File: config.mk
export PLATFORM = sky130hd
export DESIGN_NAME = display_regs
export DESIGN_NICKNAME = d
export VERILOG_FILES = /design/src/design/led_matrix_pkg.sv /design/src/design/display_regs.sv
export SDC_FILE = /design/constraint.sdc
export NUM_CORES = 1
export LEC_CHECK = 0
export BUFFER_PORTS_ARGS = -buffer_cell sky130_fd_sc_hd__buf_2
export CAP_MARGIN = 20
export CORE_AREA = 5 5 42 44
export CTS_BUF_LIST = sky130_fd_sc_hd__clkbuf_8
export CTS_CLUSTER_SIZE = 25
export DETAILED_ROUTE_END_ITERATION = 16
export DIE_AREA = 0 0 47 49
export GPL_ROUTABILITY_DRIVEN = 1
export REMOVE_ABC_BUFFERS = 1
export SYNTH_ARGS = -nofsm -noshare
export SYNTH_HDL_FRONTEND = slang
export SYNTH_SLANG_ARGS = --single-unit
File: constraint.sdc
create_clock -name clk_root -period 1.01 [get_ports clk_root]
set_input_delay 0 -clock clk_root [delete_from_list [all_inputs] [get_ports clk_root]]
set_output_delay 0 -clock clk_root [all_outputs]
set_load 0.02 [all_outputs]
File: src/design/led_matrix_pkg.sv
/* geometry and shared types for a 64 x 32 HUB75 panel scanned as 16 row pairs
   framebuffer address is {y, x}; colour is 4 bits per channel, red in the top field */
package led_matrix_pkg;

    localparam int COLUMNS    = 64;
    localparam int SCAN_ROWS  = 16;
    localparam int PANEL_ROWS = 32;
    localparam int COLOR_BITS = 4;
    localparam int FB_DEPTH   = COLUMNS * PANEL_ROWS;

    typedef logic [$clog2(COLUMNS)-1:0]    col_t;
    typedef logic [$clog2(SCAN_ROWS)-1:0]  scan_row_t;
    typedef logic [$clog2(PANEL_ROWS)-1:0] y_t;
    typedef logic [$bits(y_t)+$bits(col_t)-1:0] fb_addr_t;

    typedef struct packed {
        logic [COLOR_BITS-1:0] r;
        logic [COLOR_BITS-1:0] g;
        logic [COLOR_BITS-1:0] b;
    } color_t;

    typedef logic [$clog2(COLOR_BITS)-1:0] plane_t;
    typedef logic [COLOR_BITS-1:0]         plane_mask_t;
    typedef logic [2:0]                    rgb_t;     // [0] red, [1] green, [2] blue

    typedef enum logic [7:0] {
        OP_PIXEL  = 8'h50,  // 'P' x y rg b
        OP_FILL   = 8'h46,  // 'F' rg b
        OP_ENABLE = 8'h45,  // 'E' channel mask
        OP_PLANES = 8'h42   // 'B' plane mask
    } cmd_op_t;

    typedef enum logic {
        REG_RGB_ENABLE   = 1'b0,
        REG_PLANE_ENABLE = 1'b1
    } reg_sel_t;

endpackage
File: src/design/display_regs.sv
`timescale 1ns/1ps
/* display settings, all channels and all planes enabled out of reset */
module display_regs import led_matrix_pkg::*; (
    input  logic        clk_root,
    input  logic        rst_n,
    input  logic        reg_we,
    input  reg_sel_t    reg_sel,
    input  logic [7:0]  reg_data,
    output rgb_t        rgb_enable,
    output plane_mask_t plane_enable
);

    always_ff @(posedge clk_root) begin
        if (!rst_n) begin
            rgb_enable   <= '1;
            plane_enable <= '1;
        end else if (reg_we) begin
            case (reg_sel)
                REG_RGB_ENABLE:   rgb_enable   <= reg_data[$bits(rgb_t)-1:0];
                REG_PLANE_ENABLE: plane_enable <= reg_data[COLOR_BITS-1:0];
                default: ;
            endcase
        end
    end

endmodule

==> results.sh <==
export IMPL_die_w_um=47
export IMPL_worstSetupStartpointType="register"
export IMPL_status="completed"
export IMPL_num_vias=267
export IMPL_p_sw_uw=176
export IMPL_place_inst=60
export IMPL_critPathMaxStageDelay_ns=0.32
export IMPL_drive_gt1_share_pct=37.5
export IMPL_grt_pass1_vias=270
export IMPL_max_freq_mhz=1390
export IMPL_grt_max_degree=11
export IMPL_drc_errors=0
export IMPL_die_y_um=49
export IMPL_hp_class="input port to register"
export IMPL_cp_required_ns=1.01
export IMPL_r2r_end="plane_enable[1]$_SDFFE_PN1P_"
export IMPL_root_buffer="clkbuf_8"
export IMPL_drt_pass1_iterations=2
export IMPL_n_antenna_cell=0
export IMPL_path_buf_inv=1
export IMPL_slowest_stage="dfxtp_1"
export IMPL_tightest_slew_ns=0.168
export IMPL_coreArea_mm2=0.00140
export IMPL_p_clk_share_pct=48.8
export IMPL_ff2ff_path_depth=2
export IMPL_swShare_pct=22.8
export IMPL_yosysUniqueCellTypes=9
export IMPL_ios=19
export IMPL_power_density_mw_per_mm2=1830
export IMPL_io_buffers=14
export IMPL_cts_tree="yes"
export IMPL_fin_crit_sh_pct=71.0
export IMPL_yosys_warnings=0
export IMPL_place_congestion=0.654
export IMPL_p_leak_uw=0.000230
export IMPL_crit_path_max_fanout=2
export IMPL_die_area_mm2=0.00230
export IMPL_comb_power_share_pct=12.1
export IMPL_instances_no_fill=64
export IMPL_fin_skew_ns=0
export IMPL_relSlewSlack_pct=88.8
export IMPL_nets=61
export IMPL_max_clock_path_buffers=2
export IMPL_finalSetupTns_ns=0
export IMPL_wl_um=647
export IMPL_internal_power_uw=594
export IMPL_regToRegStartpoint="plane_enable[1]$_SDFFE_PN1P_"
export IMPL_cts_resized=0
export IMPL_vdd_drop_max_uv=748
export IMPL_end_kind="output pin"
export IMPL_synthesis_instances=31
export IMPL_avgSynthCellArea_um2=9.40
export IMPL_cp_top_family="flip-flops"
export IMPL_antenna_found_initial=0
export IMPL_areaGrowthSynthToFinish_pct=44.6
export IMPL_ys_ff_latch=7
export IMPL_insertion_delay_ns=0.22
export IMPL_hold_start="reg_data[3]"
export IMPL_path_cells="buf_2"
export IMPL_whs_path_depth=3
export IMPL_grt_overflow=0
export IMPL_r2r_slack_ns=0.39
export IMPL_path_class="register to output pin"
export IMPL_vias_per_cell=4.17
export IMPL_dpl_hpwl_um=498
export IMPL_syn_area_um2=292
export IMPL_path_clk_slew_ns=0.04
export IMPL_seq_area_frac_synth_pct=48.1
export IMPL_min_to="plane_enable[3]$_SDFFE_PN1P_"
export IMPL_rows=14
export IMPL_ant_nets=0
export IMPL_cts_max_level=1
export IMPL_cts_buffers=3
export IMPL_crit_arrival_ns=0.72
export IMPL_final_max_slew_viol_count=0
export IMPL_hold_buffers=0
export IMPL_wire_per_inst_um=10.1
export IMPL_cts_sinks=7
export IMPL_drt_iter0_drc=3
export IMPL_setup_viol=0
export IMPL_final_hold_viol_count=0
export IMPL_start_util_pct=20.8
export IMPL_grt_usage_pct=6.71
export IMPL_min_period_ns=0.717
export IMPL_rsz0062_at_grt="no"
export IMPL_seqPwrFrac_pct=39.1
export IMPL_drv_cap=0
export IMPL_cts_setup_buffers=0
export IMPL_grt_pass1_wl_um=1060
-- placed cells by master, fill, tap and decap left out, drive strengths merged --
master and instances:
clkbuf 3, and2 1, nand2b 1, a31oi 3
buf 14, and4bb 3, dfxtp 7, o211ai 4
inv 8, nand3 4
-- flip-flops by register name, summed over array words and instances, names as in the netlist --
signal / count
plane_enable: 4
rgb_enable: 3
-- power groups by stage --
stage	Clock [uW]	Sequential (uW)	Combinational (uW)
3_5_place_dp	0	306	94.3
4_1_cts	394	301	94.9
5_1_grt	415	304	104
6_report	375	301	93.5
3_3_place_gp	0	305	92.9
2_1_floorplan	0	326	27.7
-- kinds of logic (layout without fill, tap and decap cells) --
kind of cell / count (synthesis) / count (layout) / share of synthesized area [%]
simple gates: 9 / 9 / 24.5
buf+inv: 8 / 25 / 10.7
compound gates: 7 / 7 / 16.7
flops: 7 / 7 / 48.1
-- through the flow --
step                instance area, um2  worst slack (ns)  hold slack [ns]  power [uW]  utilization [%]
floorplan                          287             0.311           0.0889         354                -
global placement                   377             0.402            0.269         398             26.9
detailed placement                 377             0.388            0.264         400             26.9
CTS                                422             0.277           0.0385         790             30.1
global route                       422             0.249           0.0689         822             30.1
finish                             422             0.293           0.0437         770             30.1
-- worst max-delay path by stage --
stage | startpoint | to | slack [ns] | cells after the start
finish | plane_enable[1]$_SDFFE_PN1P_ | plane_enable[1] | 0.29 | 1
global route | rgb_enable[1]$_SDFFE_PN1P_ | rgb_enable[1] | 0.25 | 1
CTS | plane_enable[1]$_SDFFE_PN1P_ | plane_enable[1] | 0.28 | 1
detailed placement | reg_sel | plane_enable[1]$_SDFFE_PN1P_ | 0.39 | 3
global placement | reg_sel | plane_enable[3]$_SDFFE_PN1P_ | 0.40 | 3
floorplan | plane_enable[0]$_SDFFE_PN1P_ | plane_enable[0]$_SDFFE_PN1P_ | 0.31 | 2
-- synth_stat cells --
| cell | n | area share, % |
|---|---|---|
| dfxtp_1 | 7 | 48 |
| inv_1 | 7 | 9.0 |
| nand3_1 | 4 | 6.9 |
| o211ai_1 | 4 | 10 |
| a31oi_1 | 3 | 6.4 |
| and4bb_1 | 3 | 13 |
| and2_2 | 1 | 2.6 |
| buf_2 | 1 | 1.7 |
| nand2b_1 | 1 | 2.1 |
-- metal layers --
metal,vias up,wire length (um),global-route usage [%]
li1,144,-,-
met1,115,271,6.65
met2,8,312,9.95
met3,0,63,6.64
met4,0,0,1.38
met5,-,0,0
-- layout make-up --
type / count / area (um2)
Tap cell: 16 / 20.0
Inverter: 7 / 26.3
Timing Repair Buffer: 14 / 70.1
Multi-Input combinational cell: 16 / 120
Clock buffer: 3 / 41.3
Clock inverter: 1 / 3.75
Fill cell: 171 / 980
Sequential cell: 7 / 140
Power figures use the tool's default switching activity.
