`src/design/uart_byte_rx.sv`:
```
`timescale 1ns/1ps
/* 8N1 receiver, LSB first, idle high; needs TICKS_PER_BIT >= 4
   sampling runs one clock ahead of mid-bit to offset the synchroniser delay */
module uart_byte_rx #(
    parameter int TICKS_PER_BIT = 8
) (
    input  logic       clk_root,
    input  logic       rst_n,
    input  logic       rx,
    output logic [7:0] rx_data,
    output logic       rx_valid
);

    localparam int CNT_W      = $clog2(TICKS_PER_BIT);
    localparam int START_WAIT = TICKS_PER_BIT / 2 - 2;

    typedef enum logic [1:0] {ST_IDLE, ST_START, ST_DATA, ST_STOP} state_t;

    state_t           state;
    logic             rx_meta;
    logic             rx_s;
    logic [CNT_W-1:0] tick_cnt;
    logic [2:0]       bit_idx;
    logic             bit_tick;

    assign bit_tick = (tick_cnt == CNT_W'(TICKS_PER_BIT - 1));

    always_ff @(posedge clk_root) begin
        if (!rst_n) begin
            rx_meta <= 1'b1;
            rx_s    <= 1'b1;
        end else begin
            rx_meta <= rx;
            rx_s    <= rx_meta;
        end
    end

    always_ff @(posedge clk_root) begin
        if (!rst_n) begin
            state    <= ST_IDLE;
            tick_cnt <= '0;
            bit_idx  <= '0;
            rx_valid <= 1'b0;
        end else begin
            rx_valid <= 1'b0;
            tick_cnt <= tick_cnt + 1'b1;
            case (state)
                ST_IDLE: begin
                    tick_cnt <= '0;
                    if (!rx_s) begin
                        state <= ST_START;    // falling start edge
                    end
                end
                ST_START: begin
                    if (tick_cnt == CNT_W'(START_WAIT)) begin
                        tick_cnt <= '0;
                        bit_idx  <= '0;
                        state    <= rx_s ? ST_IDLE : ST_DATA;   // glitch if high again
                    end
                end
                ST_DATA: begin
                    if (bit_tick) begin
                        tick_cnt <= '0;
                        bit_idx  <= bit_idx + 1'b1;
                        if (bit_idx == 3'd7) begin
                            state <= ST_STOP;
                        end
                    end
                end
                default: begin
                    if (bit_tick) begin
                        rx_valid <= rx_s;     // bad stop bit, frame dropped
                        state    <= ST_IDLE;
                    end
                end
            endcase
        end
    end

    always_ff @(posedge clk_root) begin
        if (state == ST_DATA && bit_tick) begin
            rx_data <= {rx_s, rx_data[7:1]};
        end
    end

endmodule

```
`config.mk`:
```
export PLATFORM = sky130hd
export DESIGN_NAME = uart_byte_rx
export DESIGN_NICKNAME = d
export VERILOG_FILES = /design/src/design/uart_byte_rx.sv
export SDC_FILE = /design/constraint.sdc
export NUM_CORES = 1
export LEC_CHECK = 0
export ABC_AREA = 1
export BUFFER_PORTS_ARGS = -buffer_cell sky130_fd_sc_hd__buf_4
export CAP_MARGIN = 20
export CELL_PAD_IN_SITES_DETAIL_PLACEMENT = 1
export CELL_PAD_IN_SITES_GLOBAL_PLACEMENT = 2
export CORE_UTILIZATION = 30
export DETAILED_ROUTE_END_ITERATION = 10
export PLACE_DENSITY = 0.78
export REMOVE_ABC_BUFFERS = 1
export SLEW_MARGIN = 5
export SYNTH_ARGS = -nofsm -noshare
export SYNTH_HDL_FRONTEND = slang
export SYNTH_SLANG_ARGS = --single-unit
```
`constraint.sdc`:
```
create_clock -name clk_root -period 1.3 [get_ports clk_root]
set_clock_uncertainty 0.2 [all_clocks]
set_input_delay 0.39 -clock clk_root [delete_from_list [all_inputs] [get_ports clk_root]]
set_output_delay 0.39 -clock clk_root [all_outputs]
set_load 0.005 [all_outputs]
```
==> results.py <==
metrics = {
    "floorplanning": {
        "row_count": 19,
        "die_w_um": 55.6,
        "core-area_um2": 2730,
        "ios": 12,
        "start_util": 0.315,
        "die_h_um": 55.6,
        "dieArea_um2": 3090,
    },
    "clocking": {
        "htreeDepth": 1,
        "clk_latency_ps": 300,
        "cts_buffer_depth": 2,
        "cts_tree": "yes",
        "cts_root_buffer": "clkbuf_4",
        "hold_buffers": 0,
        "cts_buffers": 3,
        "cts.sinks": 19,
        "clk_pin_slew_ps": 110,
    },
    "synthesis": {
        "synth.top_cell.area_share": 0.279,
        "yosysMostFrequentCell": "nand2_1",
        "async_flop_share": 0,
        "syn_inst": 93,
        "synth_area_leaders": "edfxtp_1 (28%), dfxtp_1 (26%), ha_1 (13%)",
        "synth_area_um2": 861,
        "synth_top_flop_cell": "dfxtp_1",
        "yosys.area.top_type": "edfxtp_1",
        "syn_avg_cell_area_um2": 9.26,
        "synthTopCellsByCount": "nand2_1 (17), inv_1 (14), dfxtp_1 (11), nor2_1 (11), nand3_1 (10)",
        "seq_area_frac_synth": 0.535,
        "yosysUniqueCellTypes": 17,
        "ys.warnings.count": 0,
        "synth_enable_flop_cells": 8,
        "synth_seq_cells": 19,
    },
    "final_layout": {
        "final_cell_area_um2": 1300,
        "synthToLayoutAreaGrowth_pct": 50.6,
        "stdcell_count": 154,
        "multi_input_area_um2": 467,
        "num-fill-cells": 306,
        "drive_gt1_frac": 0.561,
        "fin_nets": 136,
        "ff_latch_area_um2": 474,
        "antenna_cells": 0,
    },
    "critical_path": {
        "crit_required_ps": 1330,
        "crit_chain": "buf_4 -> inv_2 -> ha_2 -> nand2_4 -> nand2_4 -> nand2_1 -> nor2_1 -> nor2_1 -> nor2_1",
        "path_delay_family": "simple AND/OR/NAND/NOR gates",
        "cp_max_fo": 5,
        "path_common_cell": "nor2_1",
        "cp_slowest_cell": "dfxtp_2",
        "worstPathArrival_ps": 1540,
        "path_buf_inv": 2,
        "crit_path_max_incr_delay_ps": 350,
        "worstSetupPathType": "register to register",
        "setup.worst_path.end_class": "register",
        "startpoint_type": "register",
    },
    "timing": {
        "hold_viol_final": 0,
        "slew-limit-headroom": 0.820,
        "report.final.slew_viol_count": 0,
        "setup_viol": 25,
        "worst_slew_pin_slew_ps": 270,
        "fmax_mhz": 663,
        "rsz0062_at_grt": "yes",
        "fin_crit_ps": 1510,
        "post-route-period-util": 1.16,
        "finalWorstSetupSlack_ps": -207,
    },
    "routing": {
        "drt_iter0_drc": 8,
        "ant_nets": 0,
        "drcViolationCount": 0,
        "first_pass_iters": 2,
        "viasPerCell": 4.58,
        "vias": 705,
        "wl_per_cell_um": 12.8,
        "wl_mm": 1.97,
    },
    "power": {
        "power_leakage_uw": 0.000542,
        "vdd_drop_max_mv": 0.931,
        "powerDensity_nw_per_um2": 1700,
    },
    "job": {
        "max_cap_viol_count": 0,
    },
    "run_status": {
        "status": "finished, violations left",
        "violations": "negative setup slack",
    },
    "placed_design": {
        "numPortBuffers": 11,
        "placed_cell_area_um2": 1030,
        "place.gp.congestion": 0.729,
        "dp_hpwl_mm": 1.47,
        "place_inst": 142,
    },
    "global_route": {
        "grt_pass1_vias": 727,
        "grt_pass1_wl_mm": 3.23,
        "grt_max_degree": 13,
        "grt_usage": 0.141,
        "globalRouteOverflowTotal": 0,
        "antenna_found_initial": 0,
    },
    "min_path": {
        "hold_path.class": "input port to register",
    },
}
worst paths after layout:
path / start / endpoint / slack [ps] / cells after the start
max: tick_cnt[0] / state[1] / -210 / 9
min: rx / rx_meta / 70 / 2
max reg2reg: tick_cnt[0] / state[1] / -210 / 9
min reg2reg: rx_meta / rx_s / 230 / 1
sequential cells by signal (all words and copies together), names as in the netlist:
signal / count
state: 2
rx_meta: 1
rx_s: 1
rx_valid: 1
tick_cnt: 3
rx_data: 8
bit_idx: 3
layout make-up:
| class | count | share of cell area |
|---|---|---|
| timing repair buffer | 26 | 0.172 |
| clock buffer | 3 | 0.0174 |
| inverter | 15 | 0.0492 |
| clock inverter | 1 | 0.00579 |
| tap | 31 | 0.0299 |
| multi-input combinational | 59 | 0.360 |
| sequential | 19 | 0.366 |
metrics by stage:
step / setup TNS, ps / power (µW) / setup slack (ps) / util / hold slack [ps]
after global placement: -4210 / 1500 / -310 / 0.378 / 194
after floorplan: -2200 / 1280 / -169 / - / 193
after detailed placement: -5070 / 1520 / -363 / 0.378 / 201
after global routing: -4290 / 2390 / -279 / 0.474 / 45.1
after CTS: -3080 / 2040 / -180 / 0.439 / 52.2
final: -2830 / 2200 / -207 / 0.474 / 65.4
layer usage:
metal,routed length (µm),global-route usage,part of all wire,vias up
met5,0,0,0,-
met1,870,0.170,0.44,326
met4,80,0.0750,0.041,0
met2,959,0.234,0.49,16
li1,-,-,-,356
met3,59,0.0281,0.030,7
report_power, final:
group	total (µW)	internal [µW]	switching, µW
sequential	769	689	79.8
combinational	1120	518	606
clock	309	117	192
total	2200	1320	878
layout by cell type (no fill, tap or decap), types with 3 or more instances in the layout:
| cell type | n |
|---|---|
| ha_4 | 5 |
| inv_4 | 3 |
| inv_2 | 4 |
| dfxtp_1 | 4 |
| buf_6 | 4 |
| nor2_2 | 3 |
| clkbuf_4 | 3 |
| nor2_1 | 9 |
| nand2_1 | 11 |
| dfxtp_2 | 5 |
| buf_4 | 21 |
| inv_1 | 8 |
| nand3_1 | 8 |
| nand2_2 | 5 |
| edfxtp_1 | 8 |
cell families (layout without fill, tap and decap cells):
family / Yosys count / after routing / share of synthesized area
buf+inv: 15 / 45 / 0.0654
compound gates: 6 / 6 / 0.0407
fa+ha+maj: 9 / 9 / 0.131
flops: 19 / 19 / 0.535
simple gates: 44 / 44 / 0.228
repair_timing:
action | in CTS | in global routing
resized for setup | 30 | 19
endpoints found under the setup margin | 26 | 26
pin swaps | 11 | 10
setup buffers | 5 | 3
Power figures use the tool's default switching activity.
