==> src/design/led_matrix_pkg.sv <==
/* geometry and shared types for a 64 x 32 HUB75 panel scanned as 16 row pairs
   framebuffer address is {y, x}; colour is 4 bits per channel, red in the top field */
package led_matrix_pkg;

    localparam int COLUMNS    = 64;
    localparam int SCAN_ROWS  = 16;
    localparam int PANEL_ROWS = 32;
    localparam int COLOR_BITS = 4;
    localparam int FB_DEPTH   = COLUMNS * PANEL_ROWS;

    typedef logic [$clog2(COLUMNS)-1:0]    col_t;
    typedef logic [$clog2(SCAN_ROWS)-1:0]  scan_row_t;
    typedef logic [$clog2(PANEL_ROWS)-1:0] y_t;
    typedef logic [$bits(y_t)+$bits(col_t)-1:0] fb_addr_t;

    typedef struct packed {
        logic [COLOR_BITS-1:0] r;
        logic [COLOR_BITS-1:0] g;
        logic [COLOR_BITS-1:0] b;
    } color_t;

    typedef logic [$clog2(COLOR_BITS)-1:0] plane_t;
    typedef logic [COLOR_BITS-1:0]         plane_mask_t;
    typedef logic [2:0]                    rgb_t;     // [0] red, [1] green, [2] blue

    typedef enum logic [7:0] {
        OP_PIXEL  = 8'h50,  // 'P' x y rg b
        OP_FILL   = 8'h46,  // 'F' rg b
        OP_ENABLE = 8'h45,  // 'E' channel mask
        OP_PLANES = 8'h42   // 'B' plane mask
    } cmd_op_t;

    typedef enum logic {
        REG_RGB_ENABLE   = 1'b0,
        REG_PLANE_ENABLE = 1'b1
    } reg_sel_t;

endpackage
==> src/design/command_parser.sv <==
`timescale 1ns/1ps
/* byte-stream decoder; unknown opcodes are skipped, bytes arriving
   during a fill (2048 clocks) are dropped */
module command_parser import led_matrix_pkg::*; (
    input  logic       clk_root,
    input  logic       rst_n,
    input  logic [7:0] rx_data,
    input  logic       rx_valid,
    output logic       wr_en,
    output fb_addr_t   wr_addr,
    output color_t     wr_data,
    output logic       reg_we,
    output reg_sel_t   reg_sel,
    output logic [7:0] reg_data
);

    typedef enum logic [2:0] {
        ST_OPCODE, ST_X, ST_Y, ST_COLOR0, ST_COLOR1, ST_ARG, ST_FILL
    } state_t;

    state_t     state;
    cmd_op_t    op;
    col_t       x;
    y_t         y;
    logic [7:0] color_hi;   // red and green nibbles

    always_ff @(posedge clk_root) begin
        if (!rst_n) begin
            state  <= ST_OPCODE;
            wr_en  <= 1'b0;
            reg_we <= 1'b0;
        end else begin
            wr_en  <= 1'b0;
            reg_we <= 1'b0;
            if (state == ST_FILL) begin
                if (wr_addr == '1) begin
                    state <= ST_OPCODE;   // last address written this clock
                end else begin
                    wr_en <= 1'b1;
                end
            end else if (rx_valid) begin
                case (state)
                    ST_OPCODE: begin
                        case (rx_data)
                            OP_PIXEL:             state <= ST_X;
                            OP_FILL:              state <= ST_COLOR0;
                            OP_ENABLE, OP_PLANES: state <= ST_ARG;
                            default:              state <= ST_OPCODE;
                        endcase
                    end
                    ST_X:      state <= ST_Y;
                    ST_Y:      state <= ST_COLOR0;
                    ST_COLOR0: state <= ST_COLOR1;
                    ST_COLOR1: begin
                        wr_en <= 1'b1;
                        state <= (op == OP_FILL) ? ST_FILL : ST_OPCODE;
                    end
                    default: begin          // settings byte
                        reg_we <= 1'b1;
                        state  <= ST_OPCODE;
                    end
                endcase
            end
        end
    end

    always_ff @(posedge clk_root) begin
        if (rx_valid) begin
            case (state)
                ST_OPCODE: op       <= cmd_op_t'(rx_data);
                ST_X:      x        <= rx_data[$bits(col_t)-1:0];
                ST_Y:      y        <= rx_data[$bits(y_t)-1:0];
                ST_COLOR0: color_hi <= rx_data;
                ST_COLOR1: begin
                    wr_addr <= (op == OP_FILL) ? '0 : {y, x};
                    wr_data <= {color_hi, rx_data[3:0]};
                end
                ST_ARG: begin
                    reg_sel  <= (op == OP_ENABLE) ? REG_RGB_ENABLE : REG_PLANE_ENABLE;
                    reg_data <= rx_data;
                end
                default: ;
            endcase
        end
        if (state == ST_FILL) begin
            wr_addr <= wr_addr + 1'b1;  // fill address counter
        end
    end

endmodule

==> config.mk <==
export PLATFORM = sky130hd
export DESIGN_NAME = command_parser
export DESIGN_NICKNAME = d
export VERILOG_FILES = /design/src/design/led_matrix_pkg.sv /design/src/design/command_parser.sv
export SDC_FILE = /design/constraint.sdc
export NUM_CORES = 1
export LEC_CHECK = 0
export BUFFER_PORTS_ARGS = -buffer_cell sky130_fd_sc_hd__clkbuf_2
export CORE_MARGIN = 2
export CORE_UTILIZATION = 30
export CTS_BUF_LIST = sky130_fd_sc_hd__clkbuf_16
export DETAILED_ROUTE_END_ITERATION = 8
export PLACE_DENSITY = 0.48
export SKIP_CTS_REPAIR_TIMING = 1
export SYNTH_ARGS = -nofsm -noshare
export SYNTH_HDL_FRONTEND = slang
export SYNTH_SLANG_ARGS = --single-unit
==> constraint.sdc <==
create_clock -name clk_root -period 1.7 [get_ports clk_root]
set_clock_uncertainty 0.1 [all_clocks]
set_input_delay 0.17 -clock clk_root [delete_from_list [all_inputs] [get_ports clk_root]]
set_output_delay 0.17 -clock clk_root [all_outputs]
set_load 0.05 [all_outputs]
==> results of run 1 <==
[logic make-up after synthesis]
group,Yosys count
XOR/XNOR,9
AO/OA/AOI/OAI,27
buffers and inverters,9
AND/OR/NAND/NOR,45
flip-flops,64
adder cells (fa/ha/maj),1
[state kept, by name, indices dropped and copies added, names as in the netlist, 3 cells and up]
| name | cells |
|---|---|
| reg_data | 8 |
| y | 5 |
| color_hi | 8 |
| op | 8 |
| state | 3 |
| x | 6 |
| wr_data | 12 |
| wr_addr | 11 |
[metal layers]
layer	wire, microns	up-vias
met1	2259	783
met5	0	-
li1	-	787
met3	223	8
met4	146	0
met2	2589	41
[through the flow]
step           setup WS [ns]  total power [mW]  instance area, sq um
4_1_cts             -0.03045             3.542                  3309
6_report             0.02739             3.513                  3366
3_5_place_dp        -0.02167             1.898                  3037
5_1_grt              -0.1009             3.617                  3366
2_1_floorplan        -0.3401             1.825                  2476
3_3_place_gp         0.02116             1.897                  3037
[placed cells by master (no fill, tap or decap), types with 2 or more instances in the layout]
master	synthesis	final
sky130_fd_sc_hd__a31oi_1	3	3
sky130_fd_sc_hd__dfxtp_1	5	5
sky130_fd_sc_hd__a22o_1	9	9
sky130_fd_sc_hd__nand4_1	5	5
sky130_fd_sc_hd__a21oi_1	4	3
sky130_fd_sc_hd__clkinv_4	0	2
sky130_fd_sc_hd__o2bb2ai_1	2	2
sky130_fd_sc_hd__and3_1	3	3
sky130_fd_sc_hd__inv_1	4	4
sky130_fd_sc_hd__clkinv_2	0	2
sky130_fd_sc_hd__nor4b_1	2	2
sky130_fd_sc_hd__buf_4	0	32
sky130_fd_sc_hd__or3_1	2	2
sky130_fd_sc_hd__clkbuf_2	0	44
sky130_fd_sc_hd__nor2_1	7	6
sky130_fd_sc_hd__a211o_1	2	2
sky130_fd_sc_hd__xor2_1	3	3
sky130_fd_sc_hd__nand3b_1	3	3
sky130_fd_sc_hd__xnor2_1	6	5
sky130_fd_sc_hd__nand2b_1	3	3
sky130_fd_sc_hd__nand2_1	8	8
sky130_fd_sc_hd__edfxtp_1	59	59
sky130_fd_sc_hd__nor3_1	5	3
sky130_fd_sc_hd__clkbuf_16	0	9
[power by group through the flow]
stage / registers, mW / logic [mW] / clock network, mW
after floorplan: 1.78 / 0.0461 / 0
after global placement: 1.78 / 0.117 / 0
after detailed placement: 1.78 / 0.117 / 0
after CTS: 1.75 / 0.118 / 1.68
after global routing: 1.75 / 0.130 / 1.74
final: 1.75 / 0.118 / 1.65
[worst paths after layout]
kind | from | to | slack [ns] | cells after the start
max | wr_addr[1] | state[2] | 0.03 | 5
min | rst_n | state[2] | 0.02 | 3
max reg2reg | wr_addr[1] | state[2] | 0.03 | 5
min reg2reg | color_hi[2] | wr_data[6] | 0.32 | 0
[critical path: stages, from the launching register on]
cell	delay, ns
sky130_fd_sc_hd__edfxtp_1	0.36
sky130_fd_sc_hd__ha_2	0.18
sky130_fd_sc_hd__nand4_1	0.17
sky130_fd_sc_hd__or4_4	0.48
sky130_fd_sc_hd__o211ai_1	0.17
sky130_fd_sc_hd__a31oi_1	0.09
[area by class of cell]
cell class,count,area share (%)
repair buffers,77,13.98
multi-input cells,82,17.84
flip-flops and latches,64,55.61
clock buffers,9,6.691
clock inverters,7,1.413
well taps,105,3.903
inverters,5,0.5576
==> summary.txt, run 1 <==
Run status
  • Result of the run: completed

Pwr
  • Gate power share: 3.4%
  • Switching power: 0.7411 mW
  • Net Sw Frac: 21.10%
  • Maximum vdd drop: 0.5184 mV
  • Share of total power in sequential cells: 49.8%
  • Cell area power density: 1044 nW/um^2
  • Cell-internal power: 2.772 mW
  • Clock network power share: 46.8%
  • Leakage power: 1.272 nW

Critical path
  • Data arrival time of the critical path: 1.78 ns
  • Critical path data required time: 1.81 ns
  • Critical Path Sink Type: register
  • Type of the worst setup path: reg -> reg
  • Critical path peak fanout: 3
  • Critical Path Start Type: register

Layout
  • Fraction of layout instances using a drive strength above 1: 41.80%
  • Filler cell count in the final layout: 786
  • Ant diodes: 0
  • Multi-input logic area: 600.6 sq um
  • Area growth from synthesis to layout: 36.27%
  • Final #Nets: 251
  • Layout Cells excl Fill: 349
  • Area occupied by registers: 1872 sq um
  • Final core occ: 41.59%

Floorplan
  • Total die area: 8975 sq um
  • Core area: 8093 sq um
  • Die X-Extent: 94.74 microns
  • Height of the die: 94.74 microns
  • Boundary Pins: 45
  • Number of cell rows: 33
  • Initial core utilization: 30.52%

Drt
  • Number of violations reported at the end of detailed-routing iteration 0: 47
  • Final antenna-violating net count: 0
  • 1st-pass router iterations: 4
  • Total wirelength of the detailed-routed design: 5.217 mm
  • DRC violations left: 0
  • Average wire per cell in the routed design: 14.95 microns
  • Routed vias: 1,619
  • Mean number of vias per cell: 4.639

Logic synthesis
  • Number of nets produced by synthesis: 167
  • Mapped Area: 2470 sq um
  • Area fraction in compound gates after synthesis: 8.207%
  • Share of synthesized flip-flops with an asynchronous set or reset: 0%
  • Synthesis Warnings: 0
  • Synth Area in Adders: 0.5066%
  • Number of flip-flops and latches in the synthesized netlist: 64
  • Largest family of logic cells by synthesized area: simple AND/OR/NAND/NOR gates
  • Average cell area after synthesis: 15.93 sq um
  • Netlist cell types: 38
  • Simple-gate area share of the yosys netlist: 10.59%
  • Number of enable flip-flop cells after synthesis: 59
  • Dominant cell by count in the synthesized netlist: sky130_fd_sc_hd__edfxtp_1
  • Top cells by count, synth: sky130_fd_sc_hd__edfxtp_1 (59), sky130_fd_sc_hd__a22o_1 (9), sky130_fd_sc_hd__nand2_1 (8), sky130_fd_sc_hd__nor2_1 (7), sky130_fd_sc_hd__xnor2_1 (6)
  • Leading post-synthesis cells by cell area: sky130_fd_sc_hd__edfxtp_1 (72%), sky130_fd_sc_hd__dfxtp_1 (4.1%), sky130_fd_sc_hd__a22o_1 (3.2%), sky130_fd_sc_hd__xnor2_1 (2.1%), sky130_fd_sc_hd__nand4_1 (1.3%)
  • Multiplexer share of the synthesized area: 0%
  • Primary FF master, synth: sky130_fd_sc_hd__edfxtp_1
  • Portion of synthesized cell area occupied by the leading cell type: 71.73%
  • Post-synthesis sequential area ratio: 75.79%
  • Biggest area consumer among synthesized cells: sky130_fd_sc_hd__edfxtp_1
  • Post-synthesis xor/xnor area fraction: 3.191%
  • Post-synthesis instance total: 155

Timing
  • Max-slew violation count: 0
  • Final worst path period need: 1.673 ns
  • Slew headroom: 80.63%
  • Achievable Freq: 597.9 MHz
  • Final-report hold violation count: 0
  • Hold slack final: 0.02073 ns
  • Transition time at the pin with the least slew margin: 0.2884 ns
  • Post-Route Setup TNS: 0 ns
  • Period utilization: 98.39%
  • Setup repair after global routing missed its margin: yes
  • Total of endpoints with negative setup slack in the final report: 0

Clocking
  • Later-pin clock latency in the skew report: 0.33 ns
  • TritonCTS clock tree: yes
  • Clock transition at the registers of the reported paths: 0.05 ns
  • Clock root buffer master: sky130_fd_sc_hd__clkbuf_16
  • H-tree depth: 3
  • Maximum root-to-sink buffer count: 2
  • Number of buffers added by the clock tree synthesis step: 9
  • Num Clock Sinks: 64

Placed design
  • Final weighted congestion in routability-driven placement: 0.7900
  • Post-detail-place hpwl: 3.713 mm
  • DP Cell Count: 331
  • Number of port buffers: 44

GRT
  • Met3 Track Usage GR: 3.033%
  • Largest net degree at the start of global routing: 13
  • GR Util met2: 20.21%
  • Busiest layer in global routing: met2
  • Number of antenna violations at the first check in global routing: 0
  • Global-route wire length before repair: 7.969 mm
  • Via count of the first global-routing pass: 1,569
  • Met1 track demand over resource: 15.09%
  • GR Overflow Total: 0
  • Tot GR Track Use: 12.51%

Min path
  • Kind of path behind the tightest hold check: in -> reg

Run
  • Max-cap violation count: 0
No activity file was read; power rests on OpenSTA's default activity.
==> run 2, diff against run 1 <==
ABC_AREA = 1   (was not set)
==> summary.txt, run 2 <==
Critical path
  • Data arrival time of the critical path: 1.53 ns (-0.25 ns)
  • Cell depth of the worst flop-to-flop path: 7 (+2)
  • Family of cells with the greatest summed delay on the critical path: simple AND/OR/NAND/NOR gates
  • Critical Path Sink Type: register
  • Number of buffer and inverter instances along the worst setup path: 0 (unchanged)
  • Most frequent cell on the critical path: sky130_fd_sc_hd__nand2_1
  • Critical Path Start Type: register
  • Critical path data required time: 1.67 ns (-0.14 ns)
  • Terminus of the critical flop-to-flop path: wr_addr[10]
  • Worst stage delay on the critical path: 0.35 ns (-0.13 ns)
  • Worst reg2reg startpoint: wr_addr[1]
  • Register-to-Register Setup Slack: 0.14 ns (+0.11 ns)
  • Worst-path cell chain: ha_2 -> nand3_2 -> nor2_4 -> and2_4 -> nand2_1 -> nand2_1 -> o21ai_1
  • Slowest stage cell on the critical path: sky130_fd_sc_hd__edfxtp_1
  • Critical path peak fanout: 4 (+1)
  • Type of the worst setup path: reg -> reg

Drt
  • Final antenna-violating net count: 0 (unchanged)
  • Total wirelength of the detailed-routed design: 5.227 mm (+0.19%)
  • DRC violations left: 0 (unchanged)
  • Mean number of vias per cell: 4.405 (-5.1%)
  • Number of violations reported at the end of detailed-routing iteration 0: 63 (+34%)
  • Routed vias: 1,709 (+5.6%)
  • Average wire per cell in the routed design: 13.47 microns (-9.9%)
  • 1st-pass router iterations: 6 (+2)

Logic synthesis
  • Share of synthesized flip-flops with an asynchronous set or reset: 0% (unchanged)
  • Dominant cell by count in the synthesized netlist: sky130_fd_sc_hd__edfxtp_1
  • Average cell area after synthesis: 12.48 sq um (-22%)
  • Number of enable flip-flop cells after synthesis: 59 (unchanged)
  • Post-synthesis sequential area ratio: 71.44% (-4.3 points)
  • Mapped Area: 2620 sq um (+6.1%)
  • Biggest area consumer among synthesized cells: sky130_fd_sc_hd__edfxtp_1
  • Number of flip-flops and latches in the synthesized netlist: 64 (unchanged)
  • Primary FF master, synth: sky130_fd_sc_hd__edfxtp_1
  • Synthesis Warnings: 0 (unchanged)
  • Top cells by count, synth: sky130_fd_sc_hd__edfxtp_1 (59), sky130_fd_sc_hd__nand2_1 (37), sky130_fd_sc_hd__nor2_1 (26), sky130_fd_sc_hd__nand3_1 (23), sky130_fd_sc_hd__inv_1 (19)
  • Leading post-synthesis cells by cell area: sky130_fd_sc_hd__edfxtp_1 (68%), sky130_fd_sc_hd__nand2_1 (5.3%), sky130_fd_sc_hd__nand3_1 (4.4%), sky130_fd_sc_hd__dfxtp_1 (3.8%), sky130_fd_sc_hd__nor2_1 (3.7%)
  • Netlist cell types: 29 (-24%)
  • Portion of synthesized cell area occupied by the leading cell type: 67.62% (-4.1 points)
  • Number of nets produced by synthesis: 222 (+33%)
  • Post-synthesis instance total: 210 (+35%)

Placed design
  • Post-detail-place hpwl: 3.700 mm (-0.35%)
  • DP Cell Count: 371 (+12%)
  • Worst setup slack before clock tree synthesis: 0.02664 ns (+0.04831 ns)
  • Number of port buffers: 44 (unchanged)
  • Placed instance area: 3075 sq um (+1.3%)
  • Final weighted congestion in routability-driven placement: 0.7861 (-0.49%)

Floorplan
  • Initial core utilization: 30.49% (about the same)
  • Number of cell rows: 34 (+3.0%)
  • Height of the die: 97.45 microns (+2.9%)
  • Core area: 8593 sq um (+6.2%)
  • Die X-Extent: 97.45 microns (+2.9%)
  • Total die area: 9497 sq um (+5.8%)
  • Boundary Pins: 45 (unchanged)

Layout
  • Final core occ: 39.60% (-2.0 points)
  • Area occupied by registers: 1872 sq um (unchanged)
  • Layout Cells excl Fill: 388 (+11%)
  • Post-route cell area: 3403 sq um (+1.1%)
  • Area growth from synthesis to layout: 29.89%
  • Leading cell type in the layout, fill and taps excluded: sky130_fd_sc_hd__edfxtp_1
  • Filler cell count in the final layout: 853 (+8.5%)
  • Ant diodes: 0 (unchanged)
  • Register ranked first by flip-flop count: wr_data
  • Number of flip-flops under the largest register name: 12 (unchanged)
  • Final #Nets: 287 (+14%)
  • Biggest regs: wr_data (12), wr_addr (11)
  • Leading cell types in the layout, fill and taps excluded: sky130_fd_sc_hd__edfxtp_1 (59), sky130_fd_sc_hd__clkbuf_2 (44), sky130_fd_sc_hd__nand2_1 (36)
  • Multi-input logic area: 653.1 sq um (+8.7%)
  • Fraction of layout instances using a drive strength above 1: 32.86% (-8.9 points)

Timing
  • Final worst path period need: 1.562 ns (-0.1109 ns)
  • Setup repair after global routing missed its margin: yes
  • Final-report hold violation count: 4 (+4)
  • Hold slack final: -0.02078 ns (-0.04150 ns)
  • Achievable Freq: 640.3 MHz (+7.1%)
  • Transition time at the pin with the least slew margin: 0.3997 ns (+0.1113 ns)
  • Post-Route Setup TNS: 0 ns (unchanged)
  • Max-slew violation count: 0 (unchanged)
  • Total of endpoints with negative setup slack in the final report: 0 (unchanged)
  • Period utilization: 91.86% (-6.5 points)
  • Slew headroom: 73.26% (-7.4 points)
  • Post-layout worst setup margin: 0.1383 ns (+0.1109 ns)

Run status
  • Result of the run: finished with violations
  • Failing checks: negative hold slack

Clocking
  • Num Clock Sinks: 64 (unchanged)
  • Clock transition at the registers of the reported paths: 0.05 ns (about the same)
  • Number of buffers added by the clock tree synthesis step: 9 (unchanged)
  • Maximum root-to-sink buffer count: 2 (unchanged)
  • TritonCTS clock tree: yes
  • Clock root buffer master: sky130_fd_sc_hd__clkbuf_16
  • H-tree depth: 3 (unchanged)
  • Later-pin clock latency in the skew report: 0.32 ns (about the same)

Min path
  • Terminating pin of the worst hold path: state[0]
  • Hold wc startpoint: rst_n
  • Kind of path behind the tightest hold check: in -> reg
  • Hold path depth: 3 (unchanged)

Pwr
  • Cell area power density: 1105 nW/um^2 (+5.9%)
  • Maximum vdd drop: 0.3878 mV (-25%)
  • Leakage power: 1.376 nW (+8.2%)
  • Total design power: 3.762 mW (+7.1%)

GRT
  • Via count of the first global-routing pass: 1,631 (+4.0%)
  • Tot GR Track Use: 12.03% (-0.48 points)
  • Largest net degree at the start of global routing: 21 (+8)
  • Global-route wire length before repair: 8.487 mm (+6.5%)
  • Number of antenna violations at the first check in global routing: 0 (unchanged)
  • GR Overflow Total: 0 (unchanged)

Run
  • Max-cap violation count: 0 (unchanged)
[run 2: changes by cell type after synthesis, moves of 4 or more]
cell,change
sky130_fd_sc_hd__nor3_1,-4
sky130_fd_sc_hd__xnor2_1,-5
sky130_fd_sc_hd__nor2_1,+19
sky130_fd_sc_hd__nand2_1,+29
sky130_fd_sc_hd__o21ai_2,+5
sky130_fd_sc_hd__a22o_1,-9
sky130_fd_sc_hd__inv_1,+15
sky130_fd_sc_hd__nand3_1,+22
[run 2: worst max path at each step]
stage | startpoint | endpoint | slack (ns) | cells past startpoint
2_1_floorplan | wr_addr[0] | wr_addr[10] | -0.29 | 7
3_3_place_gp | op[5] | wr_addr[4] | 0.05 | 5
3_5_place_dp | op[5] | wr_addr[8] | 0.03 | 5
4_1_cts | op[5] | wr_addr[4] | -0.01 | 5
5_1_grt | wr_addr[1] | state[0] | -0.006 | 8
6_report | wr_addr[1] | wr_addr[10] | 0.14 | 7
[run 2: area by class of cell]
cell class              count  share of cell area, %
flip-flops and latches     64                  55.00
multi-input cells         121                  19.19
repair buffers             57                  10.15
clock buffers               9                  6.618
well taps                 108                  3.971
clock inverters             7                  2.574
inverters                  22                  2.500
[run 2: kinds of logic after synthesis]
| group | share of synthesized area, % |
|---|---|
| adder cells (fa/ha/maj) | 0.4775 |
| flip-flops | 71.44 |
| AND/OR/NAND/NOR | 17.96 |
| AO/OA/AOI/OAI | 4.250 |
| buffers and inverters | 4.537 |
| XOR/XNOR | 1.337 |
[run 2: power by group]
group | total (mW) | leakage, nW | internal (mW) | switching (mW)
sequential | 1.75 | 0.576 | 1.74 | 0.0106
combinational | 0.122 | 0.650 | 0.0411 | 0.0807
clock | 1.89 | 0.150 | 1.27 | 0.619
total | 3.76 | 1.38 | 3.05 | 0.710
[run 2: tightest hold or removal path, delay by kind of cell]
family                 cells  cell delay (ns)
and+or+nand+nor            2             0.10
buffers and inverters      1             0.09
[run 2: routing by layer]
| metal | vias up | track usage [%] | part of all wire [%] |
|---|---|---|---|
| li1 | 862 | - | - |
| met1 | 806 | 15.31 | 45 |
| met2 | 34 | 18.25 | 49 |
| met3 | 7 | 4.029 | 4.1 |
| met4 | 0 | 6.197 | 2.0 |
| met5 | - | 0 | 0 |
